### config.mk
export PLATFORM = sky130hd
export DESIGN_NAME = reconfig_multiplier
export DESIGN_NICKNAME = d
export VERILOG_FILES = /design/src/mult_width_pkg.sv /design/src/mult_mode_pkg.sv /design/src/mult_bus_if.sv /design/src/precision_control.sv /design/src/digit_multiplier_array.sv /design/src/group_sum_stage.sv /design/src/lane_combine_stage.sv /design/src/reconfig_multiplier.sv
export SDC_FILE = /design/constraint.sdc
export NUM_CORES = 1
export LEC_CHECK = 0
export BUFFER_PORTS_ARGS = -buffer_cell sky130_fd_sc_hd__buf_2
export CAP_MARGIN = 30
export CORE_MARGIN = 10
export CORE_UTILIZATION = 55
export CTS_CLUSTER_SIZE = 14
export DETAILED_ROUTE_END_ITERATION = 10
export PLACE_DENSITY_LB_ADDON = 0.15
export SLEW_MARGIN = 10
export SYNTH_ARGS = -nofsm -noshare
export SYNTH_HDL_FRONTEND = slang
export SYNTH_SLANG_ARGS = --single-unit
### constraint.sdc
create_clock -name clk -period 4.9 [get_ports clk]
set_input_delay 0.49 -clock clk [delete_from_list [all_inputs] [get_ports clk]]
set_output_delay 0.49 -clock clk [all_outputs]
set_load 0.01 [all_outputs]
### src/mult_width_pkg.sv
package mult_width_pkg;

  // operand byte and digit split
  localparam int OPERAND_W = 8;
  localparam int DIGIT_W = 2;
  localparam int NUM_DIGITS = OPERAND_W / DIGIT_W;

  // unsigned 2-bit digit times signed 2-bit digit needs 5 bits
  localparam int DIGIT_PROD_W = 5;

  // one 4x4 block of digits after shift and add
  localparam int GROUP_W = 12;

  // lane result widths
  localparam int PROD_WIDE_W = 17;
  localparam int PROD_MID_W = 9;
  localparam int PROD_NARROW_W = 4;

  // data byte or weight byte
  typedef logic [OPERAND_W-1:0] operand_t;

  // single digit product, always treated as signed
  typedef logic signed [DIGIT_PROD_W-1:0] digit_prod_t;

  // [column][row], column is the data digit and row the weight digit
  typedef digit_prod_t [NUM_DIGITS-1:0][NUM_DIGITS-1:0] digit_grid_t;

  typedef logic signed [GROUP_W-1:0] group_sum_t;

  // lane 0 carries the full 8x8 product
  typedef logic signed [PROD_WIDE_W-1:0] prod_wide_t;
  // lane 1 holds at most a 4x4 product
  typedef logic signed [PROD_MID_W-1:0] prod_mid_t;
  // lanes 2 and 3 only ever hold a 2x2 product
  typedef logic signed [PROD_NARROW_W-1:0] prod_narrow_t;

endpackage

### src/mult_mode_pkg.sv
package mult_mode_pkg;

  // precision select at the top level
  // code 3 is reserved and runs as 2x2
  typedef enum logic [1:0] {
    MODE_8X8  = 2'd0,
    MODE_4X4  = 2'd1,
    MODE_2X2  = 2'd2,
    MODE_RSVD = 2'd3
  } mode_t;

  // which weight byte feeds each data column
  typedef enum logic [1:0] {
    // w1 on every column
    ROUTE_ALL_W1,
    // w1 on columns 0 and 1, w2 on columns 2 and 3
    ROUTE_PAIRS,
    // weight k+1 on column k
    ROUTE_EACH
  } route_t;

  // how the group stage builds its four sums
  typedef enum logic {
    // shifted 2x2 blocks of digit products
    GROUP_BLOCKS,
    // one row-0 digit product per group
    GROUP_LANES
  } group_form_t;

  // how the group sums map onto the lane outputs
  typedef enum logic [1:0] {
    COMBINE_FULL,
    COMBINE_TWO,
    COMBINE_FOUR
  } combine_form_t;

endpackage

### src/mult_bus_if.sv
// per-stage control decoded from the mode
interface mult_ctrl_if;

  // bit j marks weight digit row j as the signed top digit
  logic [mult_width_pkg::NUM_DIGITS-1:0] sign_rows;
  mult_mode_pkg::route_t route;
  mult_mode_pkg::group_form_t group_form;
  // follows the registered mode, one cycle behind the others
  mult_mode_pkg::combine_form_t combine_form;

  modport ctrl (
    output sign_rows,
    output route,
    output group_form,
    output combine_form
  );

  modport array (
    input sign_rows,
    input route
  );

  modport group (
    input group_form
  );

  modport combine (
    input combine_form
  );

endinterface

// registered group sums between the two pipeline stages
interface group_bus_if;

  mult_width_pkg::group_sum_t g0;
  mult_width_pkg::group_sum_t g1;
  mult_width_pkg::group_sum_t g2;
  mult_width_pkg::group_sum_t g3;

  modport src (
    output g0,
    output g1,
    output g2,
    output g3
  );

  modport dst (
    input g0,
    input g1,
    input g2,
    input g3
  );

endinterface

### src/precision_control.sv
module precision_control (
  input  logic                 clk,
  input  logic                 rst,
  input  mult_mode_pkg::mode_t mode,
  mult_ctrl_if.ctrl            ctrl
);

  // mode of the item now in the group register
  mult_mode_pkg::mode_t mode_q;

  // first stage control comes straight from the input mode
  always_comb
  begin
    case (mode)
      mult_mode_pkg::MODE_8X8:
      begin
        ctrl.route = mult_mode_pkg::ROUTE_ALL_W1;
        // only the top digit of w1 carries sign
        ctrl.sign_rows = 4'b1000;
        ctrl.group_form = mult_mode_pkg::GROUP_BLOCKS;
      end
      mult_mode_pkg::MODE_4X4:
      begin
        ctrl.route = mult_mode_pkg::ROUTE_PAIRS;
        // digit 1 is the top of the low weight nibble
        ctrl.sign_rows = 4'b0010;
        ctrl.group_form = mult_mode_pkg::GROUP_BLOCKS;
      end
      default:
      begin
        // 2x2 and reserved
        ctrl.route = mult_mode_pkg::ROUTE_EACH;
        ctrl.sign_rows = 4'b0001;
        ctrl.group_form = mult_mode_pkg::GROUP_LANES;
      end
    endcase
  end

  // mode travels with its item into the second stage
  always_ff @(posedge clk)
  begin
    if (rst)
    begin
      mode_q <= mult_mode_pkg::MODE_8X8;
    end
    else if (mode == mult_mode_pkg::MODE_RSVD)
    begin
      // reserved folds into 2x2 here
      mode_q <= mult_mode_pkg::MODE_2X2;
    end
    else
    begin
      mode_q <= mode;
    end
  end

  // combine control from the registered copy
  always_comb
  begin
    case (mode_q)
      mult_mode_pkg::MODE_8X8:
      begin
        ctrl.combine_form = mult_mode_pkg::COMBINE_FULL;
      end
      mult_mode_pkg::MODE_4X4:
      begin
        ctrl.combine_form = mult_mode_pkg::COMBINE_TWO;
      end
      default:
      begin
        ctrl.combine_form = mult_mode_pkg::COMBINE_FOUR;
      end
    endcase
  end

endmodule

### src/digit_multiplier_array.sv
module digit_multiplier_array (
  input  mult_width_pkg::operand_t    d,
  input  mult_width_pkg::operand_t    w1,
  input  mult_width_pkg::operand_t    w2,
  input  mult_width_pkg::operand_t    w3,
  input  mult_width_pkg::operand_t    w4,
  mult_ctrl_if.array                  ctrl,
  output mult_width_pkg::digit_grid_t digits
);

  localparam int DW = mult_width_pkg::DIGIT_W;
  localparam int ND = mult_width_pkg::NUM_DIGITS;
  localparam int PW = mult_width_pkg::DIGIT_PROD_W;

  // weight byte seen by each data column
  mult_width_pkg::operand_t col_w [ND];

  always_comb
  begin
    case (ctrl.route)
      mult_mode_pkg::ROUTE_ALL_W1:
      begin
        col_w[0] = w1;
        col_w[1] = w1;
        col_w[2] = w1;
        col_w[3] = w1;
      end
      mult_mode_pkg::ROUTE_PAIRS:
      begin
        // low nibble of d against w1, high nibble against w2
        col_w[0] = w1;
        col_w[1] = w1;
        col_w[2] = w2;
        col_w[3] = w2;
      end
      default:
      begin
        // one weight per data digit
        col_w[0] = w1;
        col_w[1] = w2;
        col_w[2] = w3;
        col_w[3] = w4;
      end
    endcase
  end

  // sixteen 2x2 cells, column c by row j
  for (genvar c = 0; c < ND; c++)
  begin : g_col
    for (genvar j = 0; j < ND; j++)
    begin : g_row
      logic [DW-1:0] d_dig;
      logic [DW-1:0] w_dig;
      logic signed [PW-1:0] d_ext;
      logic signed [PW-1:0] w_ext;

      assign d_dig = d[DW*c +: DW];
      assign w_dig = col_w[c][DW*j +: DW];

      // data digit is always unsigned
      assign d_ext = {{(PW-DW){1'b0}}, d_dig};

      // weight digit signed only on the top row of its lane
      assign w_ext = ctrl.sign_rows[j] ? {{(PW-DW){w_dig[DW-1]}}, w_dig}
                                       : {{(PW-DW){1'b0}}, w_dig};

      // range is -6 to 9, fits the 5-bit product
      assign digits[c][j] = d_ext * w_ext;
    end
  end

endmodule

### src/group_sum_stage.sv
module group_sum_stage (
  input  logic                        clk,
  input  logic                        rst,
  input  mult_width_pkg::digit_grid_t digits,
  mult_ctrl_if.group                  ctrl,
  group_bus_if.src                    grp
);

  localparam int DW = mult_width_pkg::DIGIT_W;
  localparam int NG = mult_width_pkg::NUM_DIGITS;

  // shifted sum of one 2x2 block
  // pXY is column offset X and row offset Y inside the block
  function automatic mult_width_pkg::group_sum_t block_sum(
    input mult_width_pkg::digit_prod_t p00,
    input mult_width_pkg::digit_prod_t p10,
    input mult_width_pkg::digit_prod_t p01,
    input mult_width_pkg::digit_prod_t p11
  );
    mult_width_pkg::group_sum_t acc;
    acc = mult_width_pkg::group_sum_t'(p00);
    acc = acc + (mult_width_pkg::group_sum_t'(p10) <<< DW);
    acc = acc + (mult_width_pkg::group_sum_t'(p01) <<< DW);
    acc = acc + (mult_width_pkg::group_sum_t'(p11) <<< (2 * DW));
    return acc;
  endfunction

  mult_width_pkg::group_sum_t blk_sum [NG];
  mult_width_pkg::group_sum_t lane_sum [NG];
  mult_width_pkg::group_sum_t sum_nxt [NG];

  // group b covers columns cb..cb+1 and rows rb..rb+1
  // g0 low/low, g1 low data with high weight, g2 high/low, g3 high/high
  for (genvar b = 0; b < NG; b++)
  begin : g_group
    localparam int CB = (b / 2) * 2;
    localparam int RB = (b % 2) * 2;

    assign blk_sum[b] = block_sum(digits[CB][RB], digits[CB+1][RB],
                                  digits[CB][RB+1], digits[CB+1][RB+1]);

    // 2x2 lanes only need the row-0 cell of their own column
    assign lane_sum[b] = mult_width_pkg::group_sum_t'($signed(digits[b][0]));

    assign sum_nxt[b] = (ctrl.group_form == mult_mode_pkg::GROUP_BLOCKS) ? blk_sum[b]
                                                                         : lane_sum[b];
  end

  // first pipeline register
  always_ff @(posedge clk)
  begin
    if (rst)
    begin
      grp.g0 <= '0;
      grp.g1 <= '0;
      grp.g2 <= '0;
      grp.g3 <= '0;
    end
    else
    begin
      grp.g0 <= sum_nxt[0];
      grp.g1 <= sum_nxt[1];
      grp.g2 <= sum_nxt[2];
      grp.g3 <= sum_nxt[3];
    end
  end

endmodule

### src/lane_combine_stage.sv
module lane_combine_stage (
  input  logic                          clk,
  input  logic                          rst,
  mult_ctrl_if.combine                  ctrl,
  group_bus_if.dst                      grp,
  output mult_width_pkg::prod_wide_t    prod1,
  output mult_width_pkg::prod_mid_t     prod2,
  output mult_width_pkg::prod_narrow_t  prod3,
  output mult_width_pkg::prod_narrow_t  prod4
);

  // shift of one nibble in the full product
  localparam int NIB = 2 * mult_width_pkg::DIGIT_W;

  mult_width_pkg::prod_wide_t full_sum;
  mult_width_pkg::prod_wide_t prod1_nxt;
  mult_width_pkg::prod_mid_t prod2_nxt;
  mult_width_pkg::prod_narrow_t prod3_nxt;
  mult_width_pkg::prod_narrow_t prod4_nxt;

  // 8x8 recombination
  // g1 and g2 sit one nibble up, g3 two nibbles up
  assign full_sum = mult_width_pkg::prod_wide_t'(grp.g0)
                  + (mult_width_pkg::prod_wide_t'(grp.g1) <<< NIB)
                  + (mult_width_pkg::prod_wide_t'(grp.g2) <<< NIB)
                  + (mult_width_pkg::prod_wide_t'(grp.g3) <<< (2 * NIB));

  always_comb
  begin
    prod1_nxt = '0;
    prod2_nxt = '0;
    prod3_nxt = '0;
    prod4_nxt = '0;
    case (ctrl.combine_form)
      mult_mode_pkg::COMBINE_FULL:
      begin
        prod1_nxt = full_sum;
      end
      mult_mode_pkg::COMBINE_TWO:
      begin
        // two 4x4 lanes, g1 and g3 unused
        prod1_nxt = mult_width_pkg::prod_wide_t'(grp.g0);
        prod2_nxt = mult_width_pkg::prod_mid_t'(grp.g2);
      end
      default:
      begin
        // four 2x2 lanes
        // narrow lanes truncate, value already fits
        prod1_nxt = mult_width_pkg::prod_wide_t'(grp.g0);
        prod2_nxt = mult_width_pkg::prod_mid_t'(grp.g1);
        prod3_nxt = mult_width_pkg::prod_narrow_t'(grp.g2);
        prod4_nxt = mult_width_pkg::prod_narrow_t'(grp.g3);
      end
    endcase
  end

  // output register
  always_ff @(posedge clk)
  begin
    if (rst)
    begin
      prod1 <= '0;
      prod2 <= '0;
      prod3 <= '0;
      prod4 <= '0;
    end
    else
    begin
      prod1 <= prod1_nxt;
      prod2 <= prod2_nxt;
      prod3 <= prod3_nxt;
      prod4 <= prod4_nxt;
    end
  end

endmodule

### src/reconfig_multiplier.sv
module reconfig_multiplier (
  input  logic        clk,
  input  logic        rst,
  input  logic [1:0]  mode,
  input  logic [7:0]  d,
  input  logic [7:0]  w1,
  input  logic [7:0]  w2,
  input  logic [7:0]  w3,
  input  logic [7:0]  w4,
  output logic [16:0] prod1,
  output logic [8:0]  prod2,
  output logic [3:0]  prod3,
  output logic [3:0]  prod4
);

  // stage control and registered group sums
  mult_ctrl_if ctrl_bus ();
  group_bus_if grp_bus ();

  // combinational digit products into the group stage
  mult_width_pkg::digit_grid_t digit_grid;

  precision_control precision_control_inst (
    .clk  (clk),
    .rst  (rst),
    .mode (mult_mode_pkg::mode_t'(mode)),
    .ctrl (ctrl_bus.ctrl)
  );

  digit_multiplier_array digit_multiplier_array_inst (
    .d      (d),
    .w1     (w1),
    .w2     (w2),
    .w3     (w3),
    .w4     (w4),
    .ctrl   (ctrl_bus.array),
    .digits (digit_grid)
  );

  // loaded at the edge that samples the inputs
  group_sum_stage group_sum_stage_inst (
    .clk    (clk),
    .rst    (rst),
    .digits (digit_grid),
    .ctrl   (ctrl_bus.group),
    .grp    (grp_bus.src)
  );

  // loaded one edge later
  lane_combine_stage lane_combine_stage_inst (
    .clk   (clk),
    .rst   (rst),
    .ctrl  (ctrl_bus.combine),
    .grp   (grp_bus.dst),
    .prod1 (prod1),
    .prod2 (prod2),
    .prod3 (prod3),
    .prod4 (prod4)
  );

endmodule

# Word-level counts from Yosys, hierarchy flattened
# Index checks and enable logic that the tools add are counted.
# W data, S select, Z words.
# totals
memories	0
romBits	0
latchBits	0
ramBits	0
register_bits	81
output_inout_bits	34
in_bits	44
word_cells	80
# op_classes
reduce_logical	7
magnitude_cmp	0
shifts	0
add_sub_neg	15
n_bitwise	0
n_mul	16
n_eq_ne	5
div_mod_pow	0
mux	27
# ops
op	n
$mul A3 B5 Y5	16
$mux W5	16
$pmux W24 S2	1
$add A12 B9 Y12	3
$add A8 B7 Y9	4
$mux W12	3
$add A5 B7 Y8	4
$pmux W9 S2	1
$add A12 B16 Y17	1
$add A17 B16 Y17	1
$add A17 B17 Y17	1
$mux W17	1
$add A9 B9 Y9	1
$mux W9	1
$eq A2 B1 Y1 const B	4
$logic_not A2 Y1	4
$pmux W2 S2	2
$pmux W4 S2	1
$reduce_or A2 Y1	2
$reduce_or A3 Y1	1
$eq A2 B2 Y1 const B	1
$mux W2	1

# Depth between registers and ports, before layout
# Gate-level depths: netlist of run 1.
# depth
ltp_word	10
mapped_depth	23
ltp_nobuf	22

# Cells and area by module
# A second synthesis of run 1 with hierarchy kept.
# hier_totals
hier_cells	877
hier_area_um2	8074.0
# modules_own_cells
mod	seq_area_each_um2	area_each_um2	cells_per_inst	instances
group_sum_stage	840.8	3169.3	317	1
digit_multiplier_array	0.0	2635.0	302	1
lane_combine_stage	680.7	2153.3	244	1
precision_control	40.0	116.4	14	1

# Least setup slack after synthesis of run 1
# Ideal clock, no wire load.
# synth_timing
path_kind	input-to-reg
from	input port mode[1]
to	register group_sum_stage_inst.grp.g0[11]
setup_slack_ns	-0.076
cell_stages	19
n_path_buf	3
arrival_time_ns	4.906
setup_ns	0.070
t_required_ns	4.830
cell_sequence	buf_2 > buf_2 > clkbuf_1 > nand3_1 > ha_1 > inv_1 > fa_1 > xnor2_1 > fa_1 > inv_1 > ha_1 > a21o_1 > a21oi_1 > xnor2_1 > ha_1 > a21oi_1 > nor2b_1 > or4_1 > a21oi_1
# synth_via
elab_chain_cells	10
elab_cells_between_ends	20
classes_between	add/sub (3); mul (4); eq/ne (2); mux (8); reduce/logical (3)
# synth_rtl
element	line	source
start, declared	reconfig_multiplier.sv:4	input logic [1:0] mode,
$eq A2 B1 Y1 / $logic_not A2 Y1 (equally long branches)	precision_control.sv:14	case (mode)
$pmux W2 S2	precision_control.sv:14	
$eq A2 B1 Y1 / $logic_not A2 Y1 (equally long branches)	digit_multiplier_array.sv:20	case (ctrl.route)
$pmux W24 S2	digit_multiplier_array.sv:20	
$mux W5	digit_multiplier_array.sv:64	assign w_ext = ctrl.sign_rows[j] ? {{(PW-DW){w_dig[DW-1]}}, w_dig}
$mul A3 B5 Y5	digit_multiplier_array.sv:68	assign digits[c][j] = d_ext * w_ext;
$add A5 B7 Y8	group_sum_stage.sv:22	acc = acc + (mult_width_pkg::group_sum_t'(p10) <<< DW);
$add A8 B7 Y9	group_sum_stage.sv:23	acc = acc + (mult_width_pkg::group_sum_t'(p01) <<< DW);
$add A12 B9 Y12	group_sum_stage.sv:24	acc = acc + (mult_width_pkg::group_sum_t'(p11) <<< (2 * DW));
$mux W12 (*)	group_sum_stage.sv:45	assign sum_nxt[b] = (ctrl.group_form == mult_mode_pkg::GROUP_BLOCKS) ? blk_sum[b]
end signal, assigned	group_sum_stage.sv:61	grp.g0 <= sum_nxt[0];
end, declared	mult_bus_if.sv:42	output g0,
# Mark *: on every way between the ends. The rest lies on a longest branch, timed or not.
# A chain may end at the register's enable or synchronous reset.

# Worst setup path in the final report of run 1
# layout_timing
from	input port mode[0]
to	register group_sum_stage_inst.grp.g2[8]
# layout_via
elab_chain_cells	10
elab_cells_between_ends	20
classes_between	add/sub (3); mul (4); eq/ne (2); mux (8); reduce/logical (3)
# layout_rtl
element	line	source
$eq A2 B1 Y1 / $logic_not A2 Y1 (equally long branches)	precision_control.sv:14	
$pmux W2 S2	precision_control.sv:14	
$eq A2 B1 Y1 / $logic_not A2 Y1 (equally long branches)	digit_multiplier_array.sv:20	
$pmux W24 S2	digit_multiplier_array.sv:20	
$mux W5	digit_multiplier_array.sv:64	
$mul A3 B5 Y5	digit_multiplier_array.sv:68	
$add A5 B7 Y8	group_sum_stage.sv:22	
$add A8 B7 Y9	group_sum_stage.sv:23	
$add A12 B9 Y12	group_sum_stage.sv:24	
$mux W12 (*)	group_sum_stage.sv:45	
end signal, assigned	group_sum_stage.sv:63	grp.g2 <= sum_nxt[2];
end, declared	mult_bus_if.sv:44	output g2,
# Marked as above.

==> results of run 1 <==
[power groups by stage]
stage | registers (mW) | logic, mW | clock network, mW
final | 0.815 | 1.43 | 0.726
after global routing | 0.828 | 1.64 | 0.761
after CTS | 0.817 | 1.44 | 0.734
after detailed placement | 0.831 | 1.42 | 0
after global placement | 0.828 | 1.37 | 0
after floorplan | 0.844 | 1.01 | 0
[stage by stage]
stage                TNS, ns  worst slack (ns)  hold WS [ns]  area (um^2)
detailed placement  -0.02317          -0.02317        0.4204         7991
global placement           0            0.1172        0.4191         7991
finish                     0            0.4175        0.4355         8320
global route               0           0.03924        0.4585         8320
CTS                        0            0.3252        0.4353         8320
floorplan                  0           0.09864        0.4138         7257
[cells in the final DEF, fill, tap and decap left out, types with 25 or more instances in the layout]
| cell type | n |
|---|---|
| nor2b_1 | 32 |
| inv_1 | 121 |
| dfxtp_1 | 81 |
| nor2_1 | 75 |
| ha_1 | 112 |
| nand2_1 | 51 |
| fa_1 | 54 |
| xnor2_1 | 29 |
| buf_4 | 28 |
| a21oi_1 | 49 |
| buf_2 | 77 |
| and2_1 | 25 |
[area by class of cell]
cell class | count | area share, %
flip-flops and latches | 81 | 19.49
repair buffers | 106 | 7.398
inverters | 122 | 5.504
clock buffers | 11 | 2.917
well taps | 172 | 2.586
clock inverters | 5 | 1.038
multi-input cells | 591 | 61.07
[worst max-delay path, cell delays in order]
cell     delay [ns]
buf_2          0.13
mux2i_1        0.22
nand2_1        0.09
o21ai_1        0.11
nor2_1         0.06
ha_1           0.29
ha_1           0.20
inv_1          0.07
fa_1           0.44
fa_1           0.51
inv_1          0.04
ha_1           0.20
inv_1          0.07
fa_1           0.40
inv_1          0.07
ha_1           0.16
inv_1          0.05
fa_1           0.38
nor2b_1        0.13
o21ai_1        0.10
and3_1         0.19
o31a_1         0.27
nor2_1         0.08
[cell usage after synthesis (all sizes together), types with 2 or more instances]
master  number  area [um^2]
and3         8        51.30
a211o        2        17.52
a211oi       8        65.06
nand3       10        50.05
inv        121        454.2
clkbuf      16        60.06
xnor2       30        262.8
o31a         3        26.28
dfxtp       81         1622
or4          2        15.01
ha         112         1401
mux2         2        22.52
nor2        75        281.5
a21o        19        142.6
o211ai       4        40.03
fa          54         1081
nand4b       2        17.52
mux2i       22        220.2
xor2        12        105.1
a22oi        9        67.56
and2        25        156.4
a21oi       49        245.2
o21ai       24        120.1
nand2b       2        12.51
o21bai       3        22.52
buf          8        35.03
or4b         4        43.79
or3          2        12.51
nor3         7        35.03
nor3b        2        20.02
a31o         2        17.52
nand2       51        191.4
nor2b       32        200.2
a31oi        2        12.51
[registers in the layout, summed over array words and instances (netlist names)]
signal,flops
group_sum_stage_inst.grp.g1,12
lane_combine_stage_inst.prod4,4
group_sum_stage_inst.grp.g0,12
group_sum_stage_inst.grp.g3,9
lane_combine_stage_inst.prod1,17
lane_combine_stage_inst.prod3,4
group_sum_stage_inst.grp.g2,12
precision_control_inst.mode_q,2
lane_combine_stage_inst.prod2,9
[kinds of logic after synthesis]
| group | Yosys count | share of synthesized area [%] |
|---|---|---|
| fa+ha+maj | 166 | 34.25 |
| mux | 24 | 3.349 |
| flops | 81 | 22.37 |
| xor+xnor | 43 | 5.386 |
| compound gates | 131 | 11.48 |
| buf+inv | 146 | 7.630 |
| simple gates | 227 | 15.54 |
[layer usage]
layer / GRT usage (%) / vias to the layer above / share of wire, %
li1: - / 2874 / -
met1: 24.02 / 2641 / 47
met2: 32.44 / 129 / 47
met3: 3.561 / 13 / 4.8
met4: 5.381 / 0 / 1.2
met5: 0 / - / 0
[how the worst max path moves through the flow]
stage                  from                        endpoint  slack (ns)  cells past startpoint
detailed placement  mode[1]  group_sum_stage_inst.grp.g2[8]       -0.02                     22
floorplan           mode[1]  group_sum_stage_inst.grp.g2[8]         0.1                     23
finish              mode[0]  group_sum_stage_inst.grp.g2[8]        0.42                     23
CTS                 mode[1]  group_sum_stage_inst.grp.g2[8]        0.33                     22
global placement    mode[1]  group_sum_stage_inst.grp.g2[8]        0.12                     22
global route        mode[0]  group_sum_stage_inst.grp.g2[8]        0.04                     23
==> summary.md, run 1 <==
| Metric | Value |
|---|---|
| Status | complete, no violations |
| Row Count | 41 |
| Avg WL per Cell | 15.05 um |
| Reg-to-reg endpoint | lane_combine_stage_inst.prod1[16] |
| Clk_skew | 0.007272 ns |
| Worst setup path class | in -> reg |
| Startpoint Class | input pin |
| Int Pwr | about 1.9 mW |
| Register share of total power | approximately 27% |
| Cells after DPL | around 1100 |
| Mean Syn Cell Area | 8.861 um^2 |
| Root buf cell | clkbuf_16 |
| Multi-input gate area | 0.005081 mm^2 |
| Final Hold Vio Count | 0 |
| Worst-Margin Slew | 0.8420 ns |
| Minimum clock period | 4.482 ns |
| Drt total wl | 16370 um |
| Die width | between 100 and 150 um |
| Fin crit share | about nine tenths |
| Worst min path class | reg -> reg |
| Hold_sp | group_sum_stage_inst.grp.g0[1] |
| Sw Share | 36.57% |
| RR Startpoint | group_sum_stage_inst.grp.g2[2] |
| First-pass iteration count of the detailed router | 4 |
| DR vias | 5657 |
| Post-Layout Cell Count | 1088 |
| Clock Latency Late Sink | 0.34 ns |
| Tot Pwr | 2.971 mW |
| Die ar. | 0.01817 mm^2 |
| Worst hold path endpoint | lane_combine_stage_inst.prod1[1] |
| GR Overflow Total | 0 |
| Yosys reg bits | 81 |
| Number of diodes | 0 |
| Clock network fraction of total power | 24.4% |
| Worst hold path depth | 1 |
| RSZ-0062 raised after global routing | no |
| Initial DRC Count | 275 |
| Util after Layout | 65.14% |
| IO Port Bufs | 77 |
| Max-cap violations | 0 |
| Crit-path max FO | 4 |
| Post-synth EDFFs | 0 |
| Area Growth Syn to Fin | 14.79% |
| Worst setup EP type | flop |
| CTS tree | built |
| Longest Clk Path Bufs | 2 |
| Final setup viols | 0 |
| Global-route wire length before repair | 28570 um |
| Vias per cell | 5.199 |
| Max Freq | ~220 MHz |
| H-tree depth | 3 |
| Syn. warnings | 0 |
| Post-route ant nets | 0 |
| Clk sinks | 81 |
| Combinational power share | 48.1% |
| DRC Markers | 0 |
| Synth async-reset ratio | 0% |
| Post-cts resize count | 0 |
| Rel. slew slack | 43.66% |
| Clock transition at path regs | approximately 0.060 ns |
| Max Slew Vio Count | 0 |
| Nets | between 1000 and 1500 |
| CTS Hold Bufs | 0 |
| R2r worst-path depth | 9 |
| Post-DP HPWL | about 14000 um |
| Worst vdd ir | 0.1576 mV |
| Pwr dens | 357.1 mW/mm^2 |
| Synth Instances | 818 |
| Gpl congestion | 0.8832 |
| Vias in the first global route | 6106 |
| FILL cells | 1048 |
| Sequential fraction of the synthesis area | 22.37% |
| Die Span Y | between 100 and 150 um |
| FF/Latch Area | 0.001622 mm^2 |
| Layout cell share with drive strength beyond 1 | between 10% and 20% |
| Mapped cell area | about 0.0072 mm^2 |
| Starting density of the core | 56.74% |
| Core area | 0.01277 mm^2 |
| Most common flop cell mapped by yosys | dfxtp_1 |
| Gr usage total | between 10% and 20% |
| Top-level I/O count | 78 |
| Crit path required time | ~5.2 ns |
| Net load switching power | 1.087 mW |
| CTS buffer count | 9 |
| Syn nets | 1028 |
| R2R Setup Slk | 1.59 ns |
| Initial antenna violation count | 0 |
| Post-CTS setup buffer count | 0 |
| Largest net degree at the start of global routing | 61 |
| Leak | 4.338 nW |
| Distinct cells, synth | 53 |
| Crit path DAT | between 4 and 5 ns |
(Power assumes the default switching activity.)
==> inputs of run 2 (changes only) <==
==> constraint.sdc (replaced) <==
create_clock -name clk -period 4.88 [get_ports clk]
set_input_delay 0.488 -clock clk [delete_from_list [all_inputs] [get_ports clk]]
set_output_delay 0.488 -clock clk [all_outputs]
set_load 0.01 [all_outputs]
==> run 2 against run 1 <==
Effect of this change:
- clock-buffer cell count unchanged
- sequential share of layout area up 0.053 points
- clock power down 2%
==> summary.md, run 2 (synthesis results as in run 1) <==
| Metric | Value |
|---|---|
| Status | complete, no violations |
| Commonest non-fill, non-tap cell in the layout | inv_1 |
| Vias per cell | 5.241 |
| Cell area after layout | between 0.008 and 0.009 mm^2 |
| Most used cell, CP | ha_1 |
| Gpl congestion | 0.8822 |
| Max-cap violations | 0 |
| CP endpoint | group_sum_stage_inst.grp.g0[11] |
| Avg WL per Cell | 15.14 um |
| Worst-Margin Slew | 0.8282 ns |
| Top-level I/O count | between 70 and 80 |
| CP Cell Sequence | buf_2 > buf_12 > nand3_1 > inv_1 > ha_1 > ha_1 > inv_1 > fa_1 > fa_1 > inv_1 > ha_1 > fa_1 > a21o_1 > a21oi_1 > xnor2_1 > ha_1 > nor2b_1 > or4_1 > a21oi_1 |
| CTS tree | built |
| Biggest register | lane_combine_stage_inst.prod1 |
| Root buf cell | clkbuf_16 |
| Cells after DPL | 1069 |
| Reg-to-reg endpoint | lane_combine_stage_inst.prod1[16] |
| R2R Setup Slk | between 1.5 and 2 ns |
| Die ar. | 0.01817 mm^2 |
| DR vias | 5686 |
| Die Span Y | 134.8 um |
| Longest Clk Path Bufs | 2 |
| Minimum clock period | 4.540 ns |
| Drt total wl | 16420 um |
| Fin crit share | 93.04% |
| Initial DRC Count | 363 |
| Max Freq | about 220 MHz |
| Worst setup startpoint | mode[1] |
| Crit-path max FO | 35 |
| Nets | 1118 |
| Clock transition at path regs | 0.06 ns |
| Placed instance area | 0.007969 mm^2 |
| RSZ-0062 raised after global routing | no |
| Initial antenna violation count | 0 |
| Starting density of the core | 56.74% |
| Worst hold path depth | 1 |
| Tot Pwr | 2.965 mW |
| Number of diodes | 0 |
| Rel. slew slack | 44.58% |
| Max Slew Vio Count | 0 |
| Layout cell share with drive strength beyond 1 | 14.68% |
| Multi-input gate area | 0.005089 mm^2 |
| CTS Hold Bufs | 0 |
| IO Port Bufs | 77 |
| Clock Latency Late Sink | approximately 0.34 ns |
| Gr usage total | 18.68% |
| Pre-CTS WS | -0.003560 ns |
| Worst path bufs/invs | 5 |
| Crit path largest cell delay | 0.55 ns |
| Post-cts resize count | 0 |
| Clk sinks | 81 |
| RR Startpoint | group_sum_stage_inst.grp.g2[2] |
| R2r worst-path depth | 9 |
| Worst setup EP type | flop |
| Area Growth Syn to Fin | 14.48% |
| Row Count | 41 |
| Post-route ant nets | 0 |
| Crit path max-delay family | adder cells |
| Pwr dens | 357.3 mW/mm^2 |
| Worst setup path class | in -> reg |
| Leak | 4.329 nW |
| Post-DP HPWL | 13740 um |
| First-pass iteration count of the detailed router | 4 |
| Startpoint Class | input pin |
| Slowest cell on the critical path | fa_1 |
| Largest net degree at the start of global routing | 61 |
| H-tree depth | 3 |
| Worst setup margin | between 0.3 and 0.4 ns |
| Final setup viols | 0 |
| Post-Layout Cell Count | around 1100 |
| Crit path required time | 5.14 ns |
| Crit path DAT | roughly 4.8 ns |
| Global-route wire length before repair | 28060 um |
| Min Hold Slack | ~0.44 ns |
| Vias in the first global route | 6042 |
| Final Hold Vio Count | 0 |
| Clk_skew | 0.004055 ns |
| Worst min path class | reg -> reg |
| Max reg flops | 17 |
| Most frequent cells in the layout | 121 x inv_1, 112 x ha_1, 81 x dfxtp_1 |
| DRC Markers | 0 |
| Worst vdd ir | around 0.18 mV |
| Post-CTS setup buffer count | 0 |
| FF/Latch Area | 0.001622 mm^2 |
| FILL cells | 1102 |
| Core area | 0.01277 mm^2 |
| GR Overflow Total | 0 |
| Die width | ~130 um |
| CTS buffer count | 9 |
| Critical Path Stages | 19 |
==> run 2: cell types whose count changed in the layout (fill, tap and decap cells not counted), sizes merged <==
cell | previous run | this run
clkinv | 3 | 4
buf | 106 | 103
inv | 122 | 121
==> run 2: worst reg2reg max path, stage by stage (launching register included) <==
cell and delay [ns]:
dfxtp_1 0.33, fa_1 0.50, ha_1 0.33, ha_1 0.24, fa_1 0.44, a211oi_1 0.46
o21ai_0 0.31, a2111oi_0 0.46, nor4_1 0.10, nand3b_1 0.09
==> run 2: through the flow <==
stage          utilization [%]   TNS (ns)
4_1_cts                  64.90          0
5_1_grt                  64.96          0
2_1_floorplan                -          0
3_5_place_dp             62.39  -0.003560
6_report                 64.96          0
3_3_place_gp             62.39          0
==> run 2: how the worst min path moves through the flow <==
stage / end / start / slack, ns
2_1_floorplan: lane_combine_stage_inst.prod1[0] / group_sum_stage_inst.grp.g0[0] / 0.41
3_3_place_gp: lane_combine_stage_inst.prod1[2] / group_sum_stage_inst.grp.g0[2] / 0.42
3_5_place_dp: lane_combine_stage_inst.prod1[1] / group_sum_stage_inst.grp.g0[1] / 0.43
4_1_cts: lane_combine_stage_inst.prod1[1] / group_sum_stage_inst.grp.g0[1] / 0.44
5_1_grt: lane_combine_stage_inst.prod1[1] / group_sum_stage_inst.grp.g0[1] / 0.45
6_report: lane_combine_stage_inst.prod1[1] / group_sum_stage_inst.grp.g0[1] / 0.44
==> run 2: layout make-up <==
class / count / area share [%]
clock inverters: 5 / 0.9499
clock buffers: 11 / 2.925
flip-flops and latches: 81 / 19.54
repair buffers: 103 / 7.147
inverters: 122 / 5.519
multi-input cells: 591 / 61.32
well taps: 172 / 2.593
==> run 2: power breakdown <==
part	switching, mW	total (mW)	internal (mW)	leakage, nW
logic	0.773	1.43	0.660	3.50
registers	0.0555	0.819	0.763	0.667
clock network	0.253	0.713	0.461	0.159
total	1.08	2.96	1.88	4.33
==> run 2: per-layer routing <==
layer / track usage (%) / wire length (um)
met5: 0 / 0
met4: 4.595 / 250
met3: 3.932 / 909
met2: 31.68 / 7685
met1: 23.57 / 7575
